## src/hw/tx_mac_pkg.sv

```systemverilog
package tx_mac_pkg;

	// Default word address width of the packet buffer, in 16-bit words
	localparam int MAC_AW = 10;

	// Octet length field, wide enough to describe one MTU
	localparam int LEN_W = 11;

	// Fixed octets that open every frame on the line
	localparam logic [7:0] PREAMBLE_OCTET = 8'h55;
	localparam logic [7:0] SFD_OCTET = 8'hD5;

	// Number of preamble octets sent ahead of the delimiter
	localparam int PREAMBLE_LEN = 7;

	// Idle cycles held on the line after the last FCS octet
	localparam int IFG_LEN = 12;

	// CRC-32 as used for the Ethernet frame check sequence, bit reversed
	localparam logic [31:0] CRC_INIT = 32'hFFFF_FFFF;
	localparam logic [31:0] CRC_POLY_REFLECTED = 32'hEDB8_8320;

	// Phase of the octet currently presented on the framer output
	typedef enum logic [2:0] {
		FR_IDLE,
		FR_PREAMBLE,
		FR_SFD,
		FR_DATA,
		FR_FCS,
		FR_GAP
	} framer_state_t;

endpackage
```

## src/hw/tx_octet_if.sv

```systemverilog
`timescale 1ns/1ps

// Octet stream between the packet reader and the framer.
// The reader holds req for the whole packet and presents the current octet
// on mac_data, and the framer takes it with a single-cycle strobe
interface tx_octet_if #(
	parameter int len_w = tx_mac_pkg::LEN_W
);

	logic req;
	logic [len_w-1:0] len_req;
	logic strobe;
	logic [7:0] mac_data;

	// The reader owns the packet and its octets
	modport source (output req, output len_req, output mac_data, input strobe);

	// The framer decides when an octet is taken
	modport sink (input req, input len_req, input mac_data, output strobe);

endinterface

```

## src/hw/tx_framer.sv

```systemverilog
`timescale 1ns/1ps

// Builds the frame around the payload.
// The state names the kind of octet presently on tx_data, so the line sees
// preamble, delimiter, payload and FCS back to back, then the interframe gap
module tx_framer (
	input logic clk,
	input logic reset,
	tx_octet_if.sink oct,
	output logic tx_valid,
	output logic [7:0] tx_data
);

	import tx_mac_pkg::*;

	localparam int CNT_W = $clog2(IFG_LEN + 1);

	framer_state_t state;
	logic [CNT_W-1:0] cnt;
	logic [31:0] fcs;
	logic [31:0] fcs_sr;

	// Payload octets are taken one cycle ahead of their slot on the line.
	// The first goes while the delimiter is out, the rest while data is out
	// and the reader still has octets left
	assign oct.strobe = (state == FR_SFD) || (state == FR_DATA && oct.len_req != '0);

	crc32_octet i_crc32_octet (
		.clk(clk),
		.reset(reset),
		.init(state == FR_IDLE),
		.enable(oct.strobe),
		.data(oct.mac_data),
		.fcs(fcs)
	);

	always_ff @(posedge clk) begin
		if (reset) begin
			state <= FR_IDLE;
			cnt <= '0;
			tx_valid <= 1'b0;
		end else begin
			case (state)
				FR_IDLE: begin
					// No transmit arbitration here, so a request always starts a frame
					if (oct.req) begin
						state <= FR_PREAMBLE;
						tx_valid <= 1'b1;
						cnt <= '0;
					end
				end
				FR_PREAMBLE: begin
					cnt <= cnt + 1'b1;
					if (cnt == CNT_W'(PREAMBLE_LEN - 1)) begin
						state <= FR_SFD;
					end
				end
				FR_SFD: begin
					state <= FR_DATA;
				end
				FR_DATA: begin
					// Nothing taken this cycle means the last payload octet is out
					if (!oct.strobe) begin
						state <= FR_FCS;
						cnt <= '0;
					end
				end
				FR_FCS: begin
					cnt <= cnt + 1'b1;
					if (cnt == CNT_W'(3)) begin
						state <= FR_GAP;
						tx_valid <= 1'b0;
						cnt <= '0;
					end
				end
				FR_GAP: begin
					cnt <= cnt + 1'b1;
					if (cnt == CNT_W'(IFG_LEN - 1)) begin
						state <= FR_IDLE;
					end
				end
				default: state <= FR_IDLE;
			endcase
		end
	end

	// Output octet for the next cycle, chosen from where the state goes next
	always_ff @(posedge clk) begin
		case (state)
			FR_IDLE: tx_data <= PREAMBLE_OCTET;
			FR_PREAMBLE: begin
				tx_data <= (cnt == CNT_W'(PREAMBLE_LEN - 1)) ? SFD_OCTET : PREAMBLE_OCTET;
			end
			FR_SFD: tx_data <= oct.mac_data;
			FR_DATA: begin
				if (oct.strobe) begin
					tx_data <= oct.mac_data;
				end else begin
					// CRC already holds the last octet, capture it whole
					tx_data <= fcs[7:0];
					fcs_sr <= fcs >> 8;
				end
			end
			FR_FCS: begin
				tx_data <= fcs_sr[7:0];
				fcs_sr <= fcs_sr >> 8;
			end
			default: tx_data <= 8'h00;
		endcase
	end

	// Nothing goes out between frames
	no_valid_when_idle: assert property (
		@(posedge clk) disable iff (reset)
		state inside {FR_IDLE, FR_GAP} |-> !tx_valid
	);

	// The reader keeps its request up until the payload has been taken
	req_held_in_preamble: assert property (
		@(posedge clk) disable iff (reset)
		state == FR_PREAMBLE |-> oct.req
	);

endmodule

```

## src/hw/crc32_octet.sv

```systemverilog
`timescale 1ns/1ps

// CRC-32 remainder for the frame check sequence, one octet per clock.
// Bits are folded in LSB first, as they go out on the wire
module crc32_octet (
	input logic clk,
	input logic reset,
	input logic init,
	input logic enable,
	input logic [7:0] data,
	output logic [31:0] fcs
);

	import tx_mac_pkg::*;

	logic [31:0] crc;

	// Eight serial steps of the reflected polynomial, unrolled
	function automatic logic [31:0] crc_step(input logic [31:0] crc_in, input logic [7:0] octet);
		logic [31:0] c;
		c = crc_in ^ {24'd0, octet};
		for (int i = 0; i < 8; i++) begin
			c = c[0] ? ((c >> 1) ^ CRC_POLY_REFLECTED) : (c >> 1);
		end
		return c;
	endfunction

	always_ff @(posedge clk) begin
		if (reset || init) begin
			crc <= CRC_INIT;
		end else if (enable) begin
			crc <= crc_step(crc, data);
		end
	end

	// The transmitted FCS is the ones complement of the remainder.
	// Its low octet goes out first
	assign fcs = ~crc;

endmodule

```

## src/flat_wrapper.sv

```systemverilog
// flat-port wrapper written by rule: the top's interface ports become plain ports
module tx_framer_flat import tx_mac_pkg::*;
  (clk, reset, tx_valid, tx_data, oct_req, oct_len_req, oct_mac_data, oct_strobe);
  tx_octet_if oct_i ();
  input logic clk;
  input logic reset;
  output logic tx_valid;
  output logic [7:0] tx_data;
  input wire logic [$bits(oct_i.req)-1:0] oct_req;
  input wire logic [$bits(oct_i.len_req)-1:0] oct_len_req;
  input wire logic [$bits(oct_i.mac_data)-1:0] oct_mac_data;
  output wire logic [$bits(oct_i.strobe)-1:0] oct_strobe;
  assign oct_i.req = oct_req;
  assign oct_i.len_req = oct_len_req;
  assign oct_i.mac_data = oct_mac_data;
  assign oct_strobe = oct_i.strobe;
  tx_framer u_core (.clk(clk), .reset(reset), .oct(oct_i), .tx_valid(tx_valid), .tx_data(tx_data));
endmodule
```

## config.mk

```make
export PLATFORM = sky130hd
export DESIGN_NAME = tx_framer_flat
export DESIGN_NICKNAME = d
export VERILOG_FILES = /design/src/hw/tx_mac_pkg.sv /design/src/hw/tx_octet_if.sv /design/src/hw/tx_framer.sv /design/src/hw/crc32_octet.sv /design/src/flat_wrapper.sv
export SDC_FILE = /design/constraint.sdc
export NUM_CORES = 1
export LEC_CHECK = 0
export CAP_MARGIN = 20
export CORE_MARGIN = 10
export CORE_UTILIZATION = 55
export DETAILED_ROUTE_END_ITERATION = 6
export DONT_BUFFER_PORTS = 1
export GPL_TIMING_DRIVEN = 0
export PLACE_DENSITY = 0.73
export SLEW_MARGIN = 20
export SYNTH_ARGS = -nofsm -noshare
export SYNTH_HDL_FRONTEND = slang
export SYNTH_SLANG_ARGS = --single-unit
```

## constraint.sdc

```tcl
create_clock -name clk -period 6.15 [get_ports clk]
set_clock_uncertainty 0.15 [all_clocks]
set_input_delay 1.845 -clock clk [delete_from_list [all_inputs] [get_ports clk]]
set_output_delay 1.845 -clock clk [all_outputs]
set_load 0.01 [all_outputs]
```

**Word-level counts from Yosys, hierarchy flattened**

Cells that the tools add are included.

- Flip-flop bits (word level): 80
- Bits in latches: 0
- Bits in writable memories: 0
- ROM bits: 0
- Memories kept: 0

- $add $sub $neg: 1
- Multipliers: 0
- Div/mod/pow operators: 0
- Magnitude comparators: 0
- Eq/ne operators: 13
- Shifts and indexed selects: 0
- Mux-type cells: 26
- Bitwise operators: 10
- Reductions and logical operators: 13

Operators by type and width:

| cell | count |
|---|---|
| 32-bit two-way mux | 9 |
| 13-bit NOT with 14-bit output | 8 |
| 32-bit one-hot mux with 2 select lines | 1 |
| 8-bit one-hot mux with 5 select lines | 1 |
| 32-bit NOT | 1 |
| 32-bit by 8-bit bitwise XOR with 32-bit output | 1 |
| 3-bit one-hot mux with 6 select lines | 1 |
| 8-bit two-way mux | 2 |
| 4-bit one-hot mux with 4 select lines | 1 |
| 3-bit two-way mux | 5 |
| 4-bit two-way mux | 3 |
| 11-bit nonzero test | 1 |
| 3-bit by 2-bit == test with 1-bit output (second input constant) | 2 |
| 3-bit == test (second input constant) | 2 |
| 2-bit by 1-bit != test with 1-bit output (second input constant) | 3 |
| 3-bit AND reduction | 2 |
| 5-bit AND reduction | 1 |
| 4-bit by 1-bit adder with 4-bit output (second input constant) | 1 |
| 4-bit by 2-bit == test with 1-bit output (second input constant) | 1 |
| 4-bit by 3-bit == test with 1-bit output (second input constant) | 1 |
| 4-bit == test (second input constant) | 1 |
| 2-bit != test (second input constant) | 2 |
| 2-bit nonzero test | 2 |
| 4-bit nonzero test | 1 |
| 8 further kinds | 10 |

**Depth between registers and ports, before layout**

- Word-level depth: 17
- Gate-level depth with buffers: 7
- Depth with buffers taken out: 6

**By module**

From an unflattened synthesis, not the netlist that was laid out.

- Cells, all modules: 395
- Area total of the unflattened synthesis: 4061.4 um^2

By module, submodules not included:

| module | instances | cells an instance | area each (um^2) |
|---|---|---|---|
| crc32_octet | 1 | 205 | 2204.6 |
| tx_framer | 1 | 190 | 1856.8 |

**Worst setup path after synthesis**

OpenSTA, ideal clock, no wires.

- Path kind: input to output
- Start: input oct_len_req[1]
- End: output oct_strobe
- Arrival: 3.039 ns
- Required time: 4.155 ns
- Path slack: 1.116 ns
- Cell stages on the path: 5
- Path buffers: 2
- Path through: nor4_1 a41o_1 clkbuf_1 buf_2 inv_1

- Word-level cells in the longest chain between the ends: 3

Ends and longest elaborated chain:

| element | line | source |
|---|---|---|
| start, declared | flat_wrapper.sv:10 | `input wire logic [$bits(oct_i.len_req)-1:0] oct_len_req;` |
| 11-bit nonzero test | tx_framer.sv:26 | `assign oct.strobe = (state == FR_SFD) \|\| (state == FR_DATA && oct.len_req != '0);` |
| 1-bit logical AND | tx_framer.sv:26 |  |
| 1-bit logical OR | tx_framer.sv:26 |  |
| end, declared | flat_wrapper.sv:12 | `output wire logic [$bits(oct_i.strobe)-1:0] oct_strobe;` |

Every way passes these cells.

**Final worst setup path**

Ends and elaborated chain as after synthesis.

==> results by group <==
Run status
  – Status: finished, final reports clean

STA
  – Slew margin rel.: 51.5%
  – Final Hold Fails: 0
  – Worst-Margin Slew: 0.724 ns
  – Final Max Tran Viols: 0
  – Peak Freq: 186 MHz
  – Setup violations, final: 0
  – Part of the cycle the worst path needs: ~90%
  – Setup TNS: 0 ns
  – RSZ-0062 raised after global routing: false
  – Min Tclk post-route: roughly 5.4 ns

Global route
  – Total track usage: 16.9%
  – Antenna violations before repair: 0
  – Vias in the first global route: between 2000 and 3000
  – Total gr overflow: 0
  – Largest net degree at the start of global routing: 25
  – First-pass GRT wire length: 14800 um

Drt
  – DRT Wirelength: 8910 um
  – DR vias: 2782
  – Routed vias/inst: between 5 and 6
  – DR pass1 iterations: 5
  – DRC: 0
  – DRT iter0 DRCs: 221
  – DR WL/cell: 18.5 um
  – Antenna viol nets, final: 0

Pwr
  – Power density over the cells: between 200 and 300 mW/mm^2
  – Worst VDD drop: 0.149 mV
  – Leak pwr: 1.71 nW

Clock tree
  – Hold buffers post-CTS: 0
  – CTS sink cnt: between 70 and 80
  – Postcts setup bufs: 0
  – Resize count post-CTS: 0
  – Root buffer cell: clkbuf_8
  – CTS H-tree lvls: 3
  – CTS tree: yes
  – Clock tree buffer depth: 2
  – Clock transition at path regs: 0.09 ns
  – Clk_lat worst skew: about 0.35 ns
  – TritonCTS buffer count: 9

Synthesis
  – Synth top area cells: dfxtp_1 (25%), edfxtp_1 (19%), xnor3_1 (9.4%)
  – #FFs+latches synth: 72
  – Cell with the most instances after synthesis: dfxtp_1
  – Sequential area share after synthesis: 43.6%
  – Leading area contributor after synthesis: dfxtp_1
  – Cell variety after synth: 47
  – Syn_nets: 393
  – Ys async rst share: 0%
  – Post-Syn Area: 0.00385 sq mm
  – Syn Inst Count: roughly 370
  – Synth top area share: 24.9%
  – Post-synth EDFFs: 24
  – Synth Flop Type: dfxtp_1
  – Top post-synthesis cells by count: dfxtp_1 (48), nand2_1 (38), xnor2_1 (33), o21ai_0 (29), edfxtp_1 (24)
  – Syn avg cell area: 10.4 sq um
  – Synth warn: 0

Critical path
  – WP data required: 4.16 ns
  – Crit path DAT: ~3.4 ns
  – Slowest CP cell: nor4_1
  – CP delay by family, top: buffers and inverters
  – Reg2Reg Depth: 5
  – Worst setup EP type: primary output
  – Worst Setup EP: oct_strobe
  – Max stage delay on crit path: 0.61 ns
  – Worst path cell trace: nor4_1 -> a41o_1 -> clkbuf_1 -> buf_2 -> inv_1
  – R2R Path End: u_core.fcs_sr[12]
  – RR Startpoint: u_core.state[0]
  – CP Class: in -> out
  – Startpoint types: primary input
  – R2R Setup Slk: between 3 and 4 ns
  – CP Max Fanout: 10
  – CP Launch Point: oct_len_req[1]
  – Critical path buffers and inverters: 3
  – WP depth: 5

Floorplan
  – Rows: 30
  – Die H: 104 um
  – Initial Utilization: a little under three fifths
  – Die Area: 0.0108 sq mm
  – Core box area: ~0.0068 sq mm
  – Io pins: 32
  – Die Wd: 104 um

Placed design
  – Dpl hpwl: about 6400 um
  – Inst Count DP: between 400 and 500
  – I/O Buffers: 0
  – Final weighted congestion in routability-driven placement: 0.851

Layout
  – Core Util, Final: 61.7%
  – Fraction of layout cells with a size suffix above 1: 8.83%
  – Non-filler cells, final: 481
  – Area Overhead vs Synth: 8.77%
  – FILL cells: 556
  – N_diodes: 0
  – Register area: 0.00168 sq mm
  – Multi-input gate area: 0.00204 sq mm
  – Fin nets: just over 400

Hold path
  – Tightest Hold Check Type: reg -> reg

Job
  – Max Cap Violations: 0
[registers in the layout, summed over array words and instances (netlist names)]
signal and count:
u_core.tx_data 8, u_core.cnt 4, u_core.state 3, u_core.tx_valid 1, u_core.i_crc32_octet.crc 32, u_core.fcs_sr 24
[cell usage in the layout (no fill, tap or decap), types with 6 or more instances in the layout]
cell type / instances
inv_1: 11
a21oi_1: 20
o21ai_0: 29
edfxtp_1: 24
dfxtp_1: 48
nand2_1: 38
xnor3_1: 16
mux2i_1: 8
o211ai_1: 13
xnor2_2: 6
nor2_1: 20
xor2_1: 9
a22oi_1: 6
clkbuf_1: 19
clkbuf_8: 9
xnor2_1: 33
o21ai_1: 6
[through the flow]
stage	hold WS, ns	instance area (sq um)	setup WS (ns)	power, mW
finish	0.299	4190	0.773	1.11
global route	0.336	4190	0.528	1.14
CTS	0.301	4190	0.767	1.11
detailed placement	0.292	3980	0.791	0.709
global placement	0.293	3970	0.861	0.707
floorplan	0.268	3850	1.12	0.674
[power breakdown]
group	switching, mW	internal [mW]
logic	0.0981	0.0987
registers	0.00799	0.497
clock network	0.192	0.213
total	0.298	0.808
[metal layers]
metal | up-vias | part of all wire (%) | global-route usage [%]
met5 | - | 0 | 0
met4 | 0 | 0.89 | 4.08
met3 | 8 | 9.1 | 5.08
met2 | 124 | 46 | 26.4
met1 | 1322 | 44 | 22.3
li1 | 1328 | - | -
[worst min-delay path by stage]
stage	startpoint	end	cells after the start
finish	u_core.fcs_sr[5]	u_core.tx_data[5]	2
global route	u_core.fcs_sr[4]	u_core.tx_data[4]	2
CTS	u_core.fcs_sr[5]	u_core.tx_data[5]	2
detailed placement	u_core.fcs_sr[5]	u_core.tx_data[5]	2
global placement	u_core.fcs_sr[3]	u_core.tx_data[3]	2
floorplan	u_core.fcs_sr[1]	u_core.tx_data[1]	2
[worst reg2reg max path: cells and delay by family (launching register included)]
| kind | cells | cell delay [ns] |
|---|---|---|
| AND/OR/NAND/NOR | 3 | 1.36 |
| buffers and inverters | 2 | 0.55 |
| flip-flops | 1 | 0.30 |
[area by class of cell]
cell class | instances | share of cell area [%]
Tap cell | 96 | 2.87
Multi-Input combinational cell | 263 | 48.7
Inverter | 11 | 0.985
Buffer | 23 | 2.18
Sequential cell | 72 | 40.1
Clock inverter | 6 | 1.58
Clock buffer | 10 | 3.55
[logic make-up (layout without fill, tap and decap cells)]
family,after synthesis,after routing,synth area share (%)
AO/OA/AOI/OAI,96,96,15.4
XOR/XNOR,68,68,23.8
adder cells (fa/ha/maj),2,2,0.649
buffers and inverters,34,50,3.44
flip-flops,72,72,43.6
multiplexers,8,8,2.08
AND/OR/NAND/NOR,89,89,11.0
Power figures use the tool's default switching activity.
