===== src/hw/tx_mac_pkg.sv =====
package tx_mac_pkg;

	// Default word address width of the packet buffer, in 16-bit words
	localparam int MAC_AW = 10;

	// Octet length field, wide enough to describe one MTU
	localparam int LEN_W = 11;

	// Fixed octets that open every frame on the line
	localparam logic [7:0] PREAMBLE_OCTET = 8'h55;
	localparam logic [7:0] SFD_OCTET = 8'hD5;

	// Number of preamble octets sent ahead of the delimiter
	localparam int PREAMBLE_LEN = 7;

	// Idle cycles held on the line after the last FCS octet
	localparam int IFG_LEN = 12;

	// CRC-32 as used for the Ethernet frame check sequence, bit reversed
	localparam logic [31:0] CRC_INIT = 32'hFFFF_FFFF;
	localparam logic [31:0] CRC_POLY_REFLECTED = 32'hEDB8_8320;

	// Phase of the octet currently presented on the framer output
	typedef enum logic [2:0] {
		FR_IDLE,
		FR_PREAMBLE,
		FR_SFD,
		FR_DATA,
		FR_FCS,
		FR_GAP
	} framer_state_t;

endpackage

===== src/hw/tx_octet_if.sv =====
`timescale 1ns/1ps

// Octet stream between the packet reader and the framer.
// The reader holds req for the whole packet and presents the current octet
// on mac_data, and the framer takes it with a single-cycle strobe
interface tx_octet_if #(
	parameter int len_w = tx_mac_pkg::LEN_W
);

	logic req;
	logic [len_w-1:0] len_req;
	logic strobe;
	logic [7:0] mac_data;

	// The reader owns the packet and its octets
	modport source (output req, output len_req, output mac_data, input strobe);

	// The framer decides when an octet is taken
	modport sink (input req, input len_req, input mac_data, output strobe);

endinterface


===== src/hw/tx_packet_reader.sv =====
`timescale 1ns/1ps

// Walks one packet out of the buffer.
// The first word of the buffer holds the length in octets, and the payload
// follows two octets per word. Each strobe from the framer consumes one
// octet, and the word half is picked by the odd-octet flag and the endianness
module tx_packet_reader #(
	parameter int mac_aw = tx_mac_pkg::MAC_AW,
	parameter bit big_endian = 1'b0
) (
	input logic clk,
	input logic reset,
	input logic start,
	input logic [mac_aw-1:0] buf_start_addr,
	input logic [15:0] host_d,
	output logic [mac_aw-1:0] host_addr,
	output logic done,
	tx_octet_if.source oct
);

	import tx_mac_pkg::*;

	typedef enum logic [2:0] {
		RD_IDLE,
		RD_SKIP,
		RD_LOAD,
		RD_STREAM,
		RD_RELEASE
	} reader_mode_t;

	reader_mode_t mode;
	logic [mac_aw-1:0] buffer_point;
	logic [LEN_W-1:0] len_left;
	logic odd_octet;
	logic req_r;

	// From a new buffer_point it takes two edges before the word can be used.
	// One for the RAM read register and one to act on its output
	always_ff @(posedge clk) begin
		if (reset) begin
			mode <= RD_IDLE;
			buffer_point <= '0;
			len_left <= '0;
			odd_octet <= 1'b0;
			req_r <= 1'b0;
			done <= 1'b0;
		end else begin
			case (mode)
				RD_IDLE: begin
					if (start) begin
						mode <= RD_SKIP;
						buffer_point <= buf_start_addr;
					end
				end
				RD_SKIP: begin
					// Length word is being read, so point at the first payload word
					mode <= RD_LOAD;
					buffer_point <= buffer_point + 1'b1;
				end
				RD_LOAD: begin
					mode <= RD_STREAM;
					len_left <= host_d[LEN_W-1:0];
					odd_octet <= 1'b0;
					req_r <= 1'b1;
				end
				RD_STREAM: begin
					if (oct.strobe) begin
						odd_octet <= ~odd_octet;
						// Step to the next word once the low half has gone, the RAM
						// then has the new word ready by the time it is needed
						if (!odd_octet) begin
							buffer_point <= buffer_point + 1'b1;
						end
						len_left <= len_left - 1'b1;
						if (len_left == LEN_W'(1)) begin
							mode <= RD_RELEASE;
							req_r <= 1'b0;
							done <= 1'b1;
						end
					end
				end
				RD_RELEASE: begin
					// Hold done until the host lets go of start
					if (!start) begin
						mode <= RD_IDLE;
						done <= 1'b0;
					end
				end
				default: mode <= RD_IDLE;
			endcase
		end
	end

	assign host_addr = buffer_point;
	assign oct.req = req_r;
	assign oct.len_req = len_left;
	assign oct.mac_data = (odd_octet ^ big_endian) ? host_d[15:8] : host_d[7:0];

	// The framer may only take octets while a packet is being streamed
	strobe_in_stream: assert property (
		@(posedge clk) disable iff (reset)
		oct.strobe |-> mode == RD_STREAM
	);

	// An empty packet would leave req up with nothing behind it
	length_nonzero: assert property (
		@(posedge clk) disable iff (reset)
		mode == RD_LOAD |-> host_d[LEN_W-1:0] != '0
	);

endmodule


===== src/flat_wrapper.sv =====
// flat-port wrapper written by rule: the top's interface ports become plain ports
module tx_packet_reader_flat import tx_mac_pkg::*;
#(
	parameter int mac_aw = tx_mac_pkg::MAC_AW,
	parameter bit big_endian = 1'b0
)
  (clk, reset, start, buf_start_addr, host_d, host_addr, done, oct_req, oct_len_req, oct_mac_data, oct_strobe);
  tx_octet_if oct_i ();
  input logic clk;
  input logic reset;
  input logic start;
  input logic [mac_aw-1:0] buf_start_addr;
  input logic [15:0] host_d;
  output logic [mac_aw-1:0] host_addr;
  output logic done;
  output wire logic [$bits(oct_i.req)-1:0] oct_req;
  output wire logic [$bits(oct_i.len_req)-1:0] oct_len_req;
  output wire logic [$bits(oct_i.mac_data)-1:0] oct_mac_data;
  input wire logic [$bits(oct_i.strobe)-1:0] oct_strobe;
  assign oct_req = oct_i.req;
  assign oct_len_req = oct_i.len_req;
  assign oct_mac_data = oct_i.mac_data;
  assign oct_i.strobe = oct_strobe;
  tx_packet_reader #(.mac_aw(mac_aw), .big_endian(big_endian)) u_core (.clk(clk), .reset(reset), .start(start), .buf_start_addr(buf_start_addr), .host_d(host_d), .host_addr(host_addr), .done(done), .oct(oct_i));
endmodule

===== config.mk =====
export PLATFORM = sky130hd
export DESIGN_NAME = tx_packet_reader_flat
export DESIGN_NICKNAME = d
export VERILOG_FILES = /design/src/hw/tx_mac_pkg.sv /design/src/hw/tx_octet_if.sv /design/src/hw/tx_packet_reader.sv /design/src/flat_wrapper.sv
export SDC_FILE = /design/constraint.sdc
export NUM_CORES = 1
export LEC_CHECK = 0
export BUFFER_PORTS_ARGS = -buffer_cell sky130_fd_sc_hd__buf_4
export CAP_MARGIN = 30
export CORE_ASPECT_RATIO = 2
export CORE_MARGIN = 4
export CORE_UTILIZATION = 49
export DETAILED_ROUTE_END_ITERATION = 8
export PLACE_DENSITY_LB_ADDON = 0.2
export SLEW_MARGIN = 30
export SYNTH_ARGS = -nofsm -noshare
export SYNTH_HDL_FRONTEND = slang
export SYNTH_SLANG_ARGS = --single-unit

===== constraint.sdc =====
create_clock -name clk -period 1.8 [get_ports clk]
set_clock_uncertainty 0.1 [all_clocks]
set_input_delay 0.18 -clock clk [delete_from_list [all_inputs] [get_ports clk]]
set_output_delay 0.18 -clock clk [all_outputs]
set_load 0.01 [all_outputs]

# ---- Yosys cells after proc, flatten, opt, wreduce, memory -nomap -nowiden
# Index checks and enable logic that the tools add are counted.
dict set report word_totals {
  reg_bits 27
  output_inout_bits 31
  word_cells 49
}
dict set report op_classes {
  addsub 2
  eq_ne 10
  n_mux 21
  bitwise 1
  reduce_logical 9
}
# operator n
set ops {}
lappend ops {{$mux 10} 3}
lappend ops {{$pmux 10 s3} 1}
lappend ops {{$pmux 11 s2} 1}
lappend ops {{$pmux 3 s5} 1}
lappend ops {{$mux 3} 4}
lappend ops {{$reduce_and 4->1} 3}
lappend ops {{$eq 11x1->1 const B} 1}
lappend ops {{$mux 11} 1}
lappend ops {{$sub 11x1->11 const B} 1}
lappend ops {{$add 10x1->10 const B} 1}
lappend ops {{$mux 8} 1}
lappend ops {{$ne 2x2->1 const B} 4}
lappend ops {{$eq 3x2->1 const B} 2}
lappend ops {{$mux 1} 6}
lappend ops {{$pmux 1 s2} 3}
lappend ops {{$reduce_bool 2->1} 2}
lappend ops {{$eq 3x1->1 const B} 1}
lappend ops {{$eq 3x3->1 const B} 1}
lappend ops {{$logic_not 3->1} 1}
lappend ops {{$reduce_and 3->1} 1}
lappend ops {{$reduce_bool 3->1} 1}
lappend ops {{$ne 2x1->1 const B} 1}
lappend ops {{$reduce_and 2->1} 1}
lappend ops {{$not 1->1} 1}

# ---- Longest topological paths before layout
# Gate-level depths: netlist of run 1.
dict set report depth {
  depth_word 4
  ltp_mapped 6
  depth_no_buf 6
}

# ---- Worst setup path before layout of run 1
# No wires, ideal clock.
dict set report synth_path {
  path_type {reg-to-reg}
  startpoint {register u_core.len_left[1] (netlist: u_core.oct.len_req[1])}
  endpoint {register u_core.mode[1]}
  setup_ps 115
  t_arrival_ps 1355
  setup_slack_ps 230
  stages_incl_launch_ff 6
  path_buffers 0
  cell_sequence {dfxtp_1 > inv_1 > ha_1 > and3b_1 > and4_1 > a2111oi_0}
}
dict set report synth_via {
  elab_chain_cells 3
}
# item line_no
set synth_rtl {}
lappend synth_rtl {{start: declaration} tx_packet_reader.sv:33} ;# logic [LEN_W-1:0] len_left;
lappend synth_rtl {{start signal: assignment} tx_packet_reader.sv:62} ;# len_left <= host_d[LEN_W-1:0];
lappend synth_rtl {{start signal: assignment} tx_packet_reader.sv:74} ;# len_left <= len_left - 1'b1;
lappend synth_rtl {{$eq 11x1->1} tx_packet_reader.sv:75} ;# if (len_left == LEN_W'(1)) begin
lappend synth_rtl {{$ne 2x1->1 (no line)} n/a}
lappend synth_rtl {{$reduce_and 4->1 (no line)} n/a}
lappend synth_rtl {{end signal: assignment} tx_packet_reader.sv:76} ;# mode <= RD_RELEASE;
lappend synth_rtl {{end signal: assignment} tx_packet_reader.sv:85} ;# mode <= RD_IDLE;
lappend synth_rtl {{end signal: assignment} tx_packet_reader.sv:89} ;# default: mode <= RD_IDLE;
lappend synth_rtl {{end: declaration} tx_packet_reader.sv:31} ;# reader_mode_t mode;
# No other way between the ends.
# A chain may end at the register's enable or synchronous reset.

# ---- Worst setup path after layout of run 1
# Same ends and word-level chain as after synthesis.

==> results of run 1 <==
-- cells by family after synthesis --
kind of cell / count (synthesis) / share of synthesized area [%]
adder cells (fa/ha/maj): 3 / 2.21
AO/OA/AOI/OAI: 67 / 26.2
flip-flops: 27 / 31.8
buffers and inverters: 21 / 5.23
AND/OR/NAND/NOR: 87 / 28.6
multiplexers: 9 / 5.97
-- state kept, by name, summed over array words and instances (netlist names) --
signal              flops
u_core.host_addr       10
u_core.oct.req          1
u_core.oct.len_req     11
u_core.done             1
u_core.mode             3
u_core.odd_octet        1
-- critical path, cell delays in order, from the launching register on --
cell and delay, ps:
dfxtp_1 450, inv_1 100, ha_1 180, and3b_1 180, and4_1 210, a2111oi_0 420
-- metrics by stage --
stage	utilization [%]	power [mW]	worst slack (ps)
after floorplan	-	1.00	230
after global placement	64.8	1.23	79.4
after detailed placement	64.8	1.24	48.4
after CTS	66.1	1.58	67.3
after global routing	66.5	1.68	24.7
final	66.5	1.59	35.6
-- power by group --
part           internal (mW)  total [mW]  switching [mW]  leakage (nW)
Sequential             0.648       0.721          0.0729         0.222
Combinational          0.253       0.517           0.263         0.698
Clock                  0.159       0.356           0.197        0.0228
Total                   1.06        1.59           0.533         0.943
-- routing by layer --
layer	track usage (%)	up-vias	share of wire, %
li1	-	923	-
met1	23.4	899	35
met2	44.0	79	56
met5	0	-	0
met4	12.7	0	3.5
met3	2.30	16	5.0
-- path summary, 6_finish.rpt --
kind	slack [ps]	endpoint
worst max-delay path	40	u_core.mode[1]$_SDFFE_PP0P_
worst min-delay path	70	u_core.host_addr[1]$_SDFFE_PP0P_
worst max register to register	40	u_core.mode[1]$_SDFFE_PP0P_
worst min register to register	410	u_core.oct.req$_SDFFE_PP0P_
-- timing repair --
item / CTS / global route
setup endpoints to repair: 0 / 6
setup buffers: 0 / 1
resized for setup: 0 / 4
-- cell type report --
class	instances	area (um^2)	share of cell area (%)
Sequential cell	27	543	24.2
Clock buffer	4	45.0	2.00
Tap cell	32	40.0	1.78
Timing Repair Buffer	69	518	23.1
Multi-Input combinational cell	166	1070	47.7
Inverter	8	30.0	1.34
-- cell usage in the layout (no fill, tap or decap), drive strengths merged, types with 5 or more instances in the layout --
cell and instances:
a22oi 5, mux2 9, nor3 5, o21ai 13, nand2b 5, a31oi 7
a21oi 15, a211oi 7, inv 8, nand3 6, nor2 18, buf 69
nand2 16, nor4 5, nor2b 6, dfxtp 27
==> impl_metrics.py, run 1 <==
metrics = {
    "run_status": {
        "outcome": "completed",
    },
    "timing": {
        "timing.fmax_mhz": 567,
        "hold_viol": 0,
        "setup_viol_count_final": 0,
        "fin_setup_tns_ps": 0,
        "rsz0062_at_grt": "false",
        "period_needed_ps": 1760,
        "worstMarginPinSlew_ps": 482,
        "whs_ps": 70.3,
        "slew_violations": 0,
        "post-route-period-util_pct": 98.0,
        "relSlewSlack_pct": 67.8,
    },
    "final_layout": {
        "n_antenna_cell": 0,
        "nets": 308,
        "drive_gt1_share_pct": 31.0,
        "nFillCells": 316,
        "final_cells": 306,
        "synthToLayoutAreaGrowth_pct": 32.4,
        "final_area_mm2": 0.00225,
    },
    "setup_path": {
        "r2r_start": "u_core.oct.len_req[1]$_SDFFE_PP0P_",
        "critPathKind": "reg -> reg",
        "cp-start-kind": "flip-flop",
        "critPathCaptureType": "flip-flop",
        "required_ps": 1860,
        "reg2reg_depth": 5,
        "cp_data_arrival_time_ps": 1820,
        "crit_start": "u_core.oct.len_req[1]$_SDFFE_PP0P_",
        "cp_max_fo": 6,
    },
    "logic_synthesis": {
        "yosys-top-cells-count": "dfxtp_1 (27), nor2_1 (18), nand2_1 (16)",
        "yosysSeqAreaShare_pct": 31.8,
        "synth_cell_types": 44,
        "syn_area_per_cell_um2": 7.93,
        "synth_area_leaders": "dfxtp_1 (32%), mux2_2 (6.0%), a21oi_1 (4.4%)",
        "yosysTopAreaCell": "dfxtp_1",
        "synth_most_common_cell": "dfxtp_1",
        "synthArstFlopShare_pct": 0,
        "ys_ff_latch": 27,
        "syn-cell-area_mm2": 0.00170,
        "yosysTopAreaCellShare_pct": 31.8,
        "yosys_warnings": 0,
        "synth_cells": 214,
        "synth_ff_type": "dfxtp_1",
        "syn-num-nets": 247,
        "synth_edf_count": 0,
    },
    "global_routing": {
        "grt_pass1_vias": 1910,
        "antenna_found_initial": 0,
        "grt_pass1_wl_um": 8420,
        "gr-usage-all-layers_pct": 23.2,
        "grt_max_degree": 29,
        "grt.overflow.total": 0,
    },
    "cts": {
        "tritoncts": "done",
        "cts.sinks": 27,
        "cts_made_buffers": 3,
        "cts_buffer_depth": 2,
        "cts.clk_slew.worst_paths_ps": 100,
        "cts_hold_buf": 0,
        "htree_levels": 1,
        "root_buffer": "clkbuf_8",
        "clock_latency_ps": 280,
    },
    "place": {
        "place_area_mm2": 0.00219,
        "dp_hpwl_um": 3920,
        "portBuffers": 60,
        "dp_cells": 301,
        "routabilityCongestion": 0.890,
    },
    "power_and_ir_drop": {
        "p_leak_nw": 0.943,
        "vdd_drop_max_uv": 477,
        "p_per_area_mw_per_mm2": 709,
    },
    "detailed_routing": {
        "drt-wirelength-per-cell_um": 16.8,
        "drtPass1Iterations": 4,
        "vias": 1917,
        "drc": 0,
        "dr.first_iter.drc_count": 46,
        "post_drt_via_cell_ratio": 6.26,
        "drt_wl_total_um": 5130,
        "ant_nets": 0,
    },
    "die": {
        "die_h_um": 91.2,
        "die_area_mm2": 0.00453,
        "coreArea_mm2": 0.00338,
        "row_count": 30,
        "die_w_um": 49.6,
        "start_util_pct": 50.3,
        "io_pins": 61,
    },
    "hold_path": {
        "hp-start": "buf_start_addr[1]",
        "hold_path_class": "in -> reg",
        "hold_depth": 3,
    },
    "flow_run": {
        "maxCapViolCount": 0,
    },
}
(Power assumes the default switching activity.)
==> run 2, diff against run 1 <==
REMOVE_ABC_BUFFERS = 1   (was default)
==> impl_metrics.py, run 2 (same netlist as run 1, synthesis figures left out) <==
metrics = {
    "timing": {
        "slew_violations": 0,
        "worstMarginPinSlew_ps": 386,
        "hold_viol": 0,
        "relSlewSlack_pct": 74.2,
        "fin_setup_tns_ps": 0,
        "period_needed_ps": 1630,
        "post-route-period-util_pct": 90.4,
        "rsz0062_at_grt": "false",
        "timing.fmax_mhz": 615,
        "setup_viol_count_final": 0,
        "fin_ws_ps": 173,
    },
    "setup_path": {
        "crit_start": "u_core.oct.len_req[0]$_SDFFE_PP0P_",
        "reg2reg_depth": 5,
        "slowest_stage": "dfxtp_1",
        "cp-start-kind": "flip-flop",
        "regToRegSetupSlack_ps": 170,
        "path_cells": "inv_1 > ha_1 > and3_1 > a22oi_1 > o32ai_1",
        "critPathKind": "reg -> reg",
        "cp_data_arrival_time_ps": 1690,
        "r2r_start": "u_core.oct.len_req[0]$_SDFFE_PP0P_",
        "path_delay_family": "flip-flops",
        "cp_max_fo": 8,
        "cp_num_buf_inv": 1,
        "max_stage_delay_ps": 480,
        "r2r-end": "u_core.oct.len_req[10]$_SDFFE_PP0P_",
        "required_ps": 1860,
        "critPathCaptureType": "flip-flop",
    },
    "place": {
        "routabilityCongestion": 0.827,
        "dp_hpwl_um": 3880,
        "dp_slack_ps": 47.6,
        "portBuffers": 60,
    },
    "detailed_routing": {
        "post_drt_via_cell_ratio": 6.22,
        "drt_wl_total_um": 5120,
        "vias": 1927,
        "ant_nets": 0,
        "drtPass1Iterations": 4,
        "dr.first_iter.drc_count": 54,
        "drc": 0,
        "drt-wirelength-per-cell_um": 16.5,
    },
    "cts": {
        "cts_made_buffers": 3,
        "tritoncts": "done",
        "cts.clk_slew.worst_paths_ps": 90,
        "cts_buffer_depth": 2,
        "root_buffer": "clkbuf_8",
        "post-cts-setup-buffers": 0,
        "htree_levels": 1,
        "clock_latency_ps": 270,
        "cts.sinks": 27,
    },
    "final_layout": {
        "final_cell_mix": "buf_4 (72), dfxtp_1 (26), nor2_1 (18), nand2_1 (16), a21oi_1 (15)",
        "largest_register_ffs": 11,
        "drive_gt1_share_pct": 31.7,
        "n_antenna_cell": 0,
        "nets": 312,
        "synthToLayoutAreaGrowth_pct": 34.8,
        "layout_commonest_cell": "buf_4",
    },
    "hold_path": {
        "hp-start": "buf_start_addr[4]",
        "hold_path_class": "in -> reg",
        "hold_depth": 3,
        "whs_endpoint": "u_core.host_addr[4]$_SDFFE_PP0P_",
    },
    "die": {
        "start_util_pct": 50.3,
        "die_w_um": 49.6,
        "coreArea_mm2": 0.00338,
        "row_count": 30,
        "die_area_mm2": 0.00453,
        "die_h_um": 91.2,
        "io_pins": 61,
    },
    "flow_run": {
        "maxCapViolCount": 0,
    },
    "global_routing": {
        "grt.overflow.total": 0,
        "antenna_found_initial": 0,
        "gr-usage-all-layers_pct": 23.0,
        "grt_pass1_wl_um": 8470,
        "grt_max_degree": 29,
        "grt_pass1_vias": 1979,
    },
    "run_status": {
        "outcome": "completed",
    },
    "power_and_ir_drop": {
        "vdd_drop_max_uv": 456,
        "p_leak_nw": 0.964,
        "power_mw": 1.60,
        "p_per_area_mw_per_mm2": 699,
    },
}
run 2: cell types whose count changed in the layout (fill, tap and decap cells not counted):
cell / delta
dfxtp_1: +1
buf_12: +1
buf_4: +3
dfxtp_2: -1
run 2: worst max-delay path by stage:
stage | slack, ps | depth (start not counted) | to
2_1_floorplan | 40 | 4 | u_core.host_addr[9]$_SDFFE_PP0P_
3_3_place_gp | 120 | 4 | u_core.oct.len_req[9]$_SDFFE_PP0P_
3_5_place_dp | 50 | 4 | u_core.host_addr[8]$_SDFFE_PP0P_
4_1_cts | 20 | 4 | u_core.host_addr[8]$_SDFFE_PP0P_
5_1_grt | 40 | 4 | u_core.oct.len_req[7]$_SDFFE_PP0P_
6_report | 170 | 5 | u_core.oct.len_req[10]$_SDFFE_PP0P_
run 2: timing repair:
item,4_1_cts,5_1_grt
hold buffers,0,0
endpoints found under the setup margin,0,14
resized for setup,0,3
run 2: final cells by class:
cell class	instances	area, um^2
Fill cell	305	1090
Multi-Input combinational cell	166	1070
Timing Repair Buffer	73	561
Sequential cell	27	542
Clock buffer	4	45.0
Tap cell	32	40.0
Inverter	8	30.0
run 2: per-layer routing:
| metal | vias up | share of wire [%] | GRT usage [%] |
|---|---|---|---|
| li1 | 933 | - | - |
| met1 | 919 | 37 | 23.4 |
| met2 | 64 | 56 | 44.8 |
| met3 | 11 | 4.4 | 2.30 |
| met4 | 0 | 2.1 | 9.70 |
| met5 | - | 0 | 0 |
run 2: metrics by stage:
step	area, um^2	utilization, %	hold WS (ps)	instances
finish	2290	67.7	70.9	310
global route	2290	67.7	79.1	310
floorplan	1640	-	149	201
global placement	2240	66.3	361	306
CTS	2280	67.6	69.3	310
detailed placement	2240	66.3	364	306
run 2: power by group:
part	internal, mW	total (mW)	switching (mW)
clock network	0.159	0.351	0.193
logic	0.261	0.532	0.271
registers	0.647	0.715	0.0673
run 2: worst min-delay path, stage by stage:
cell      delay, ps
buf_4           110
nand2_1          60
a211oi_1         60
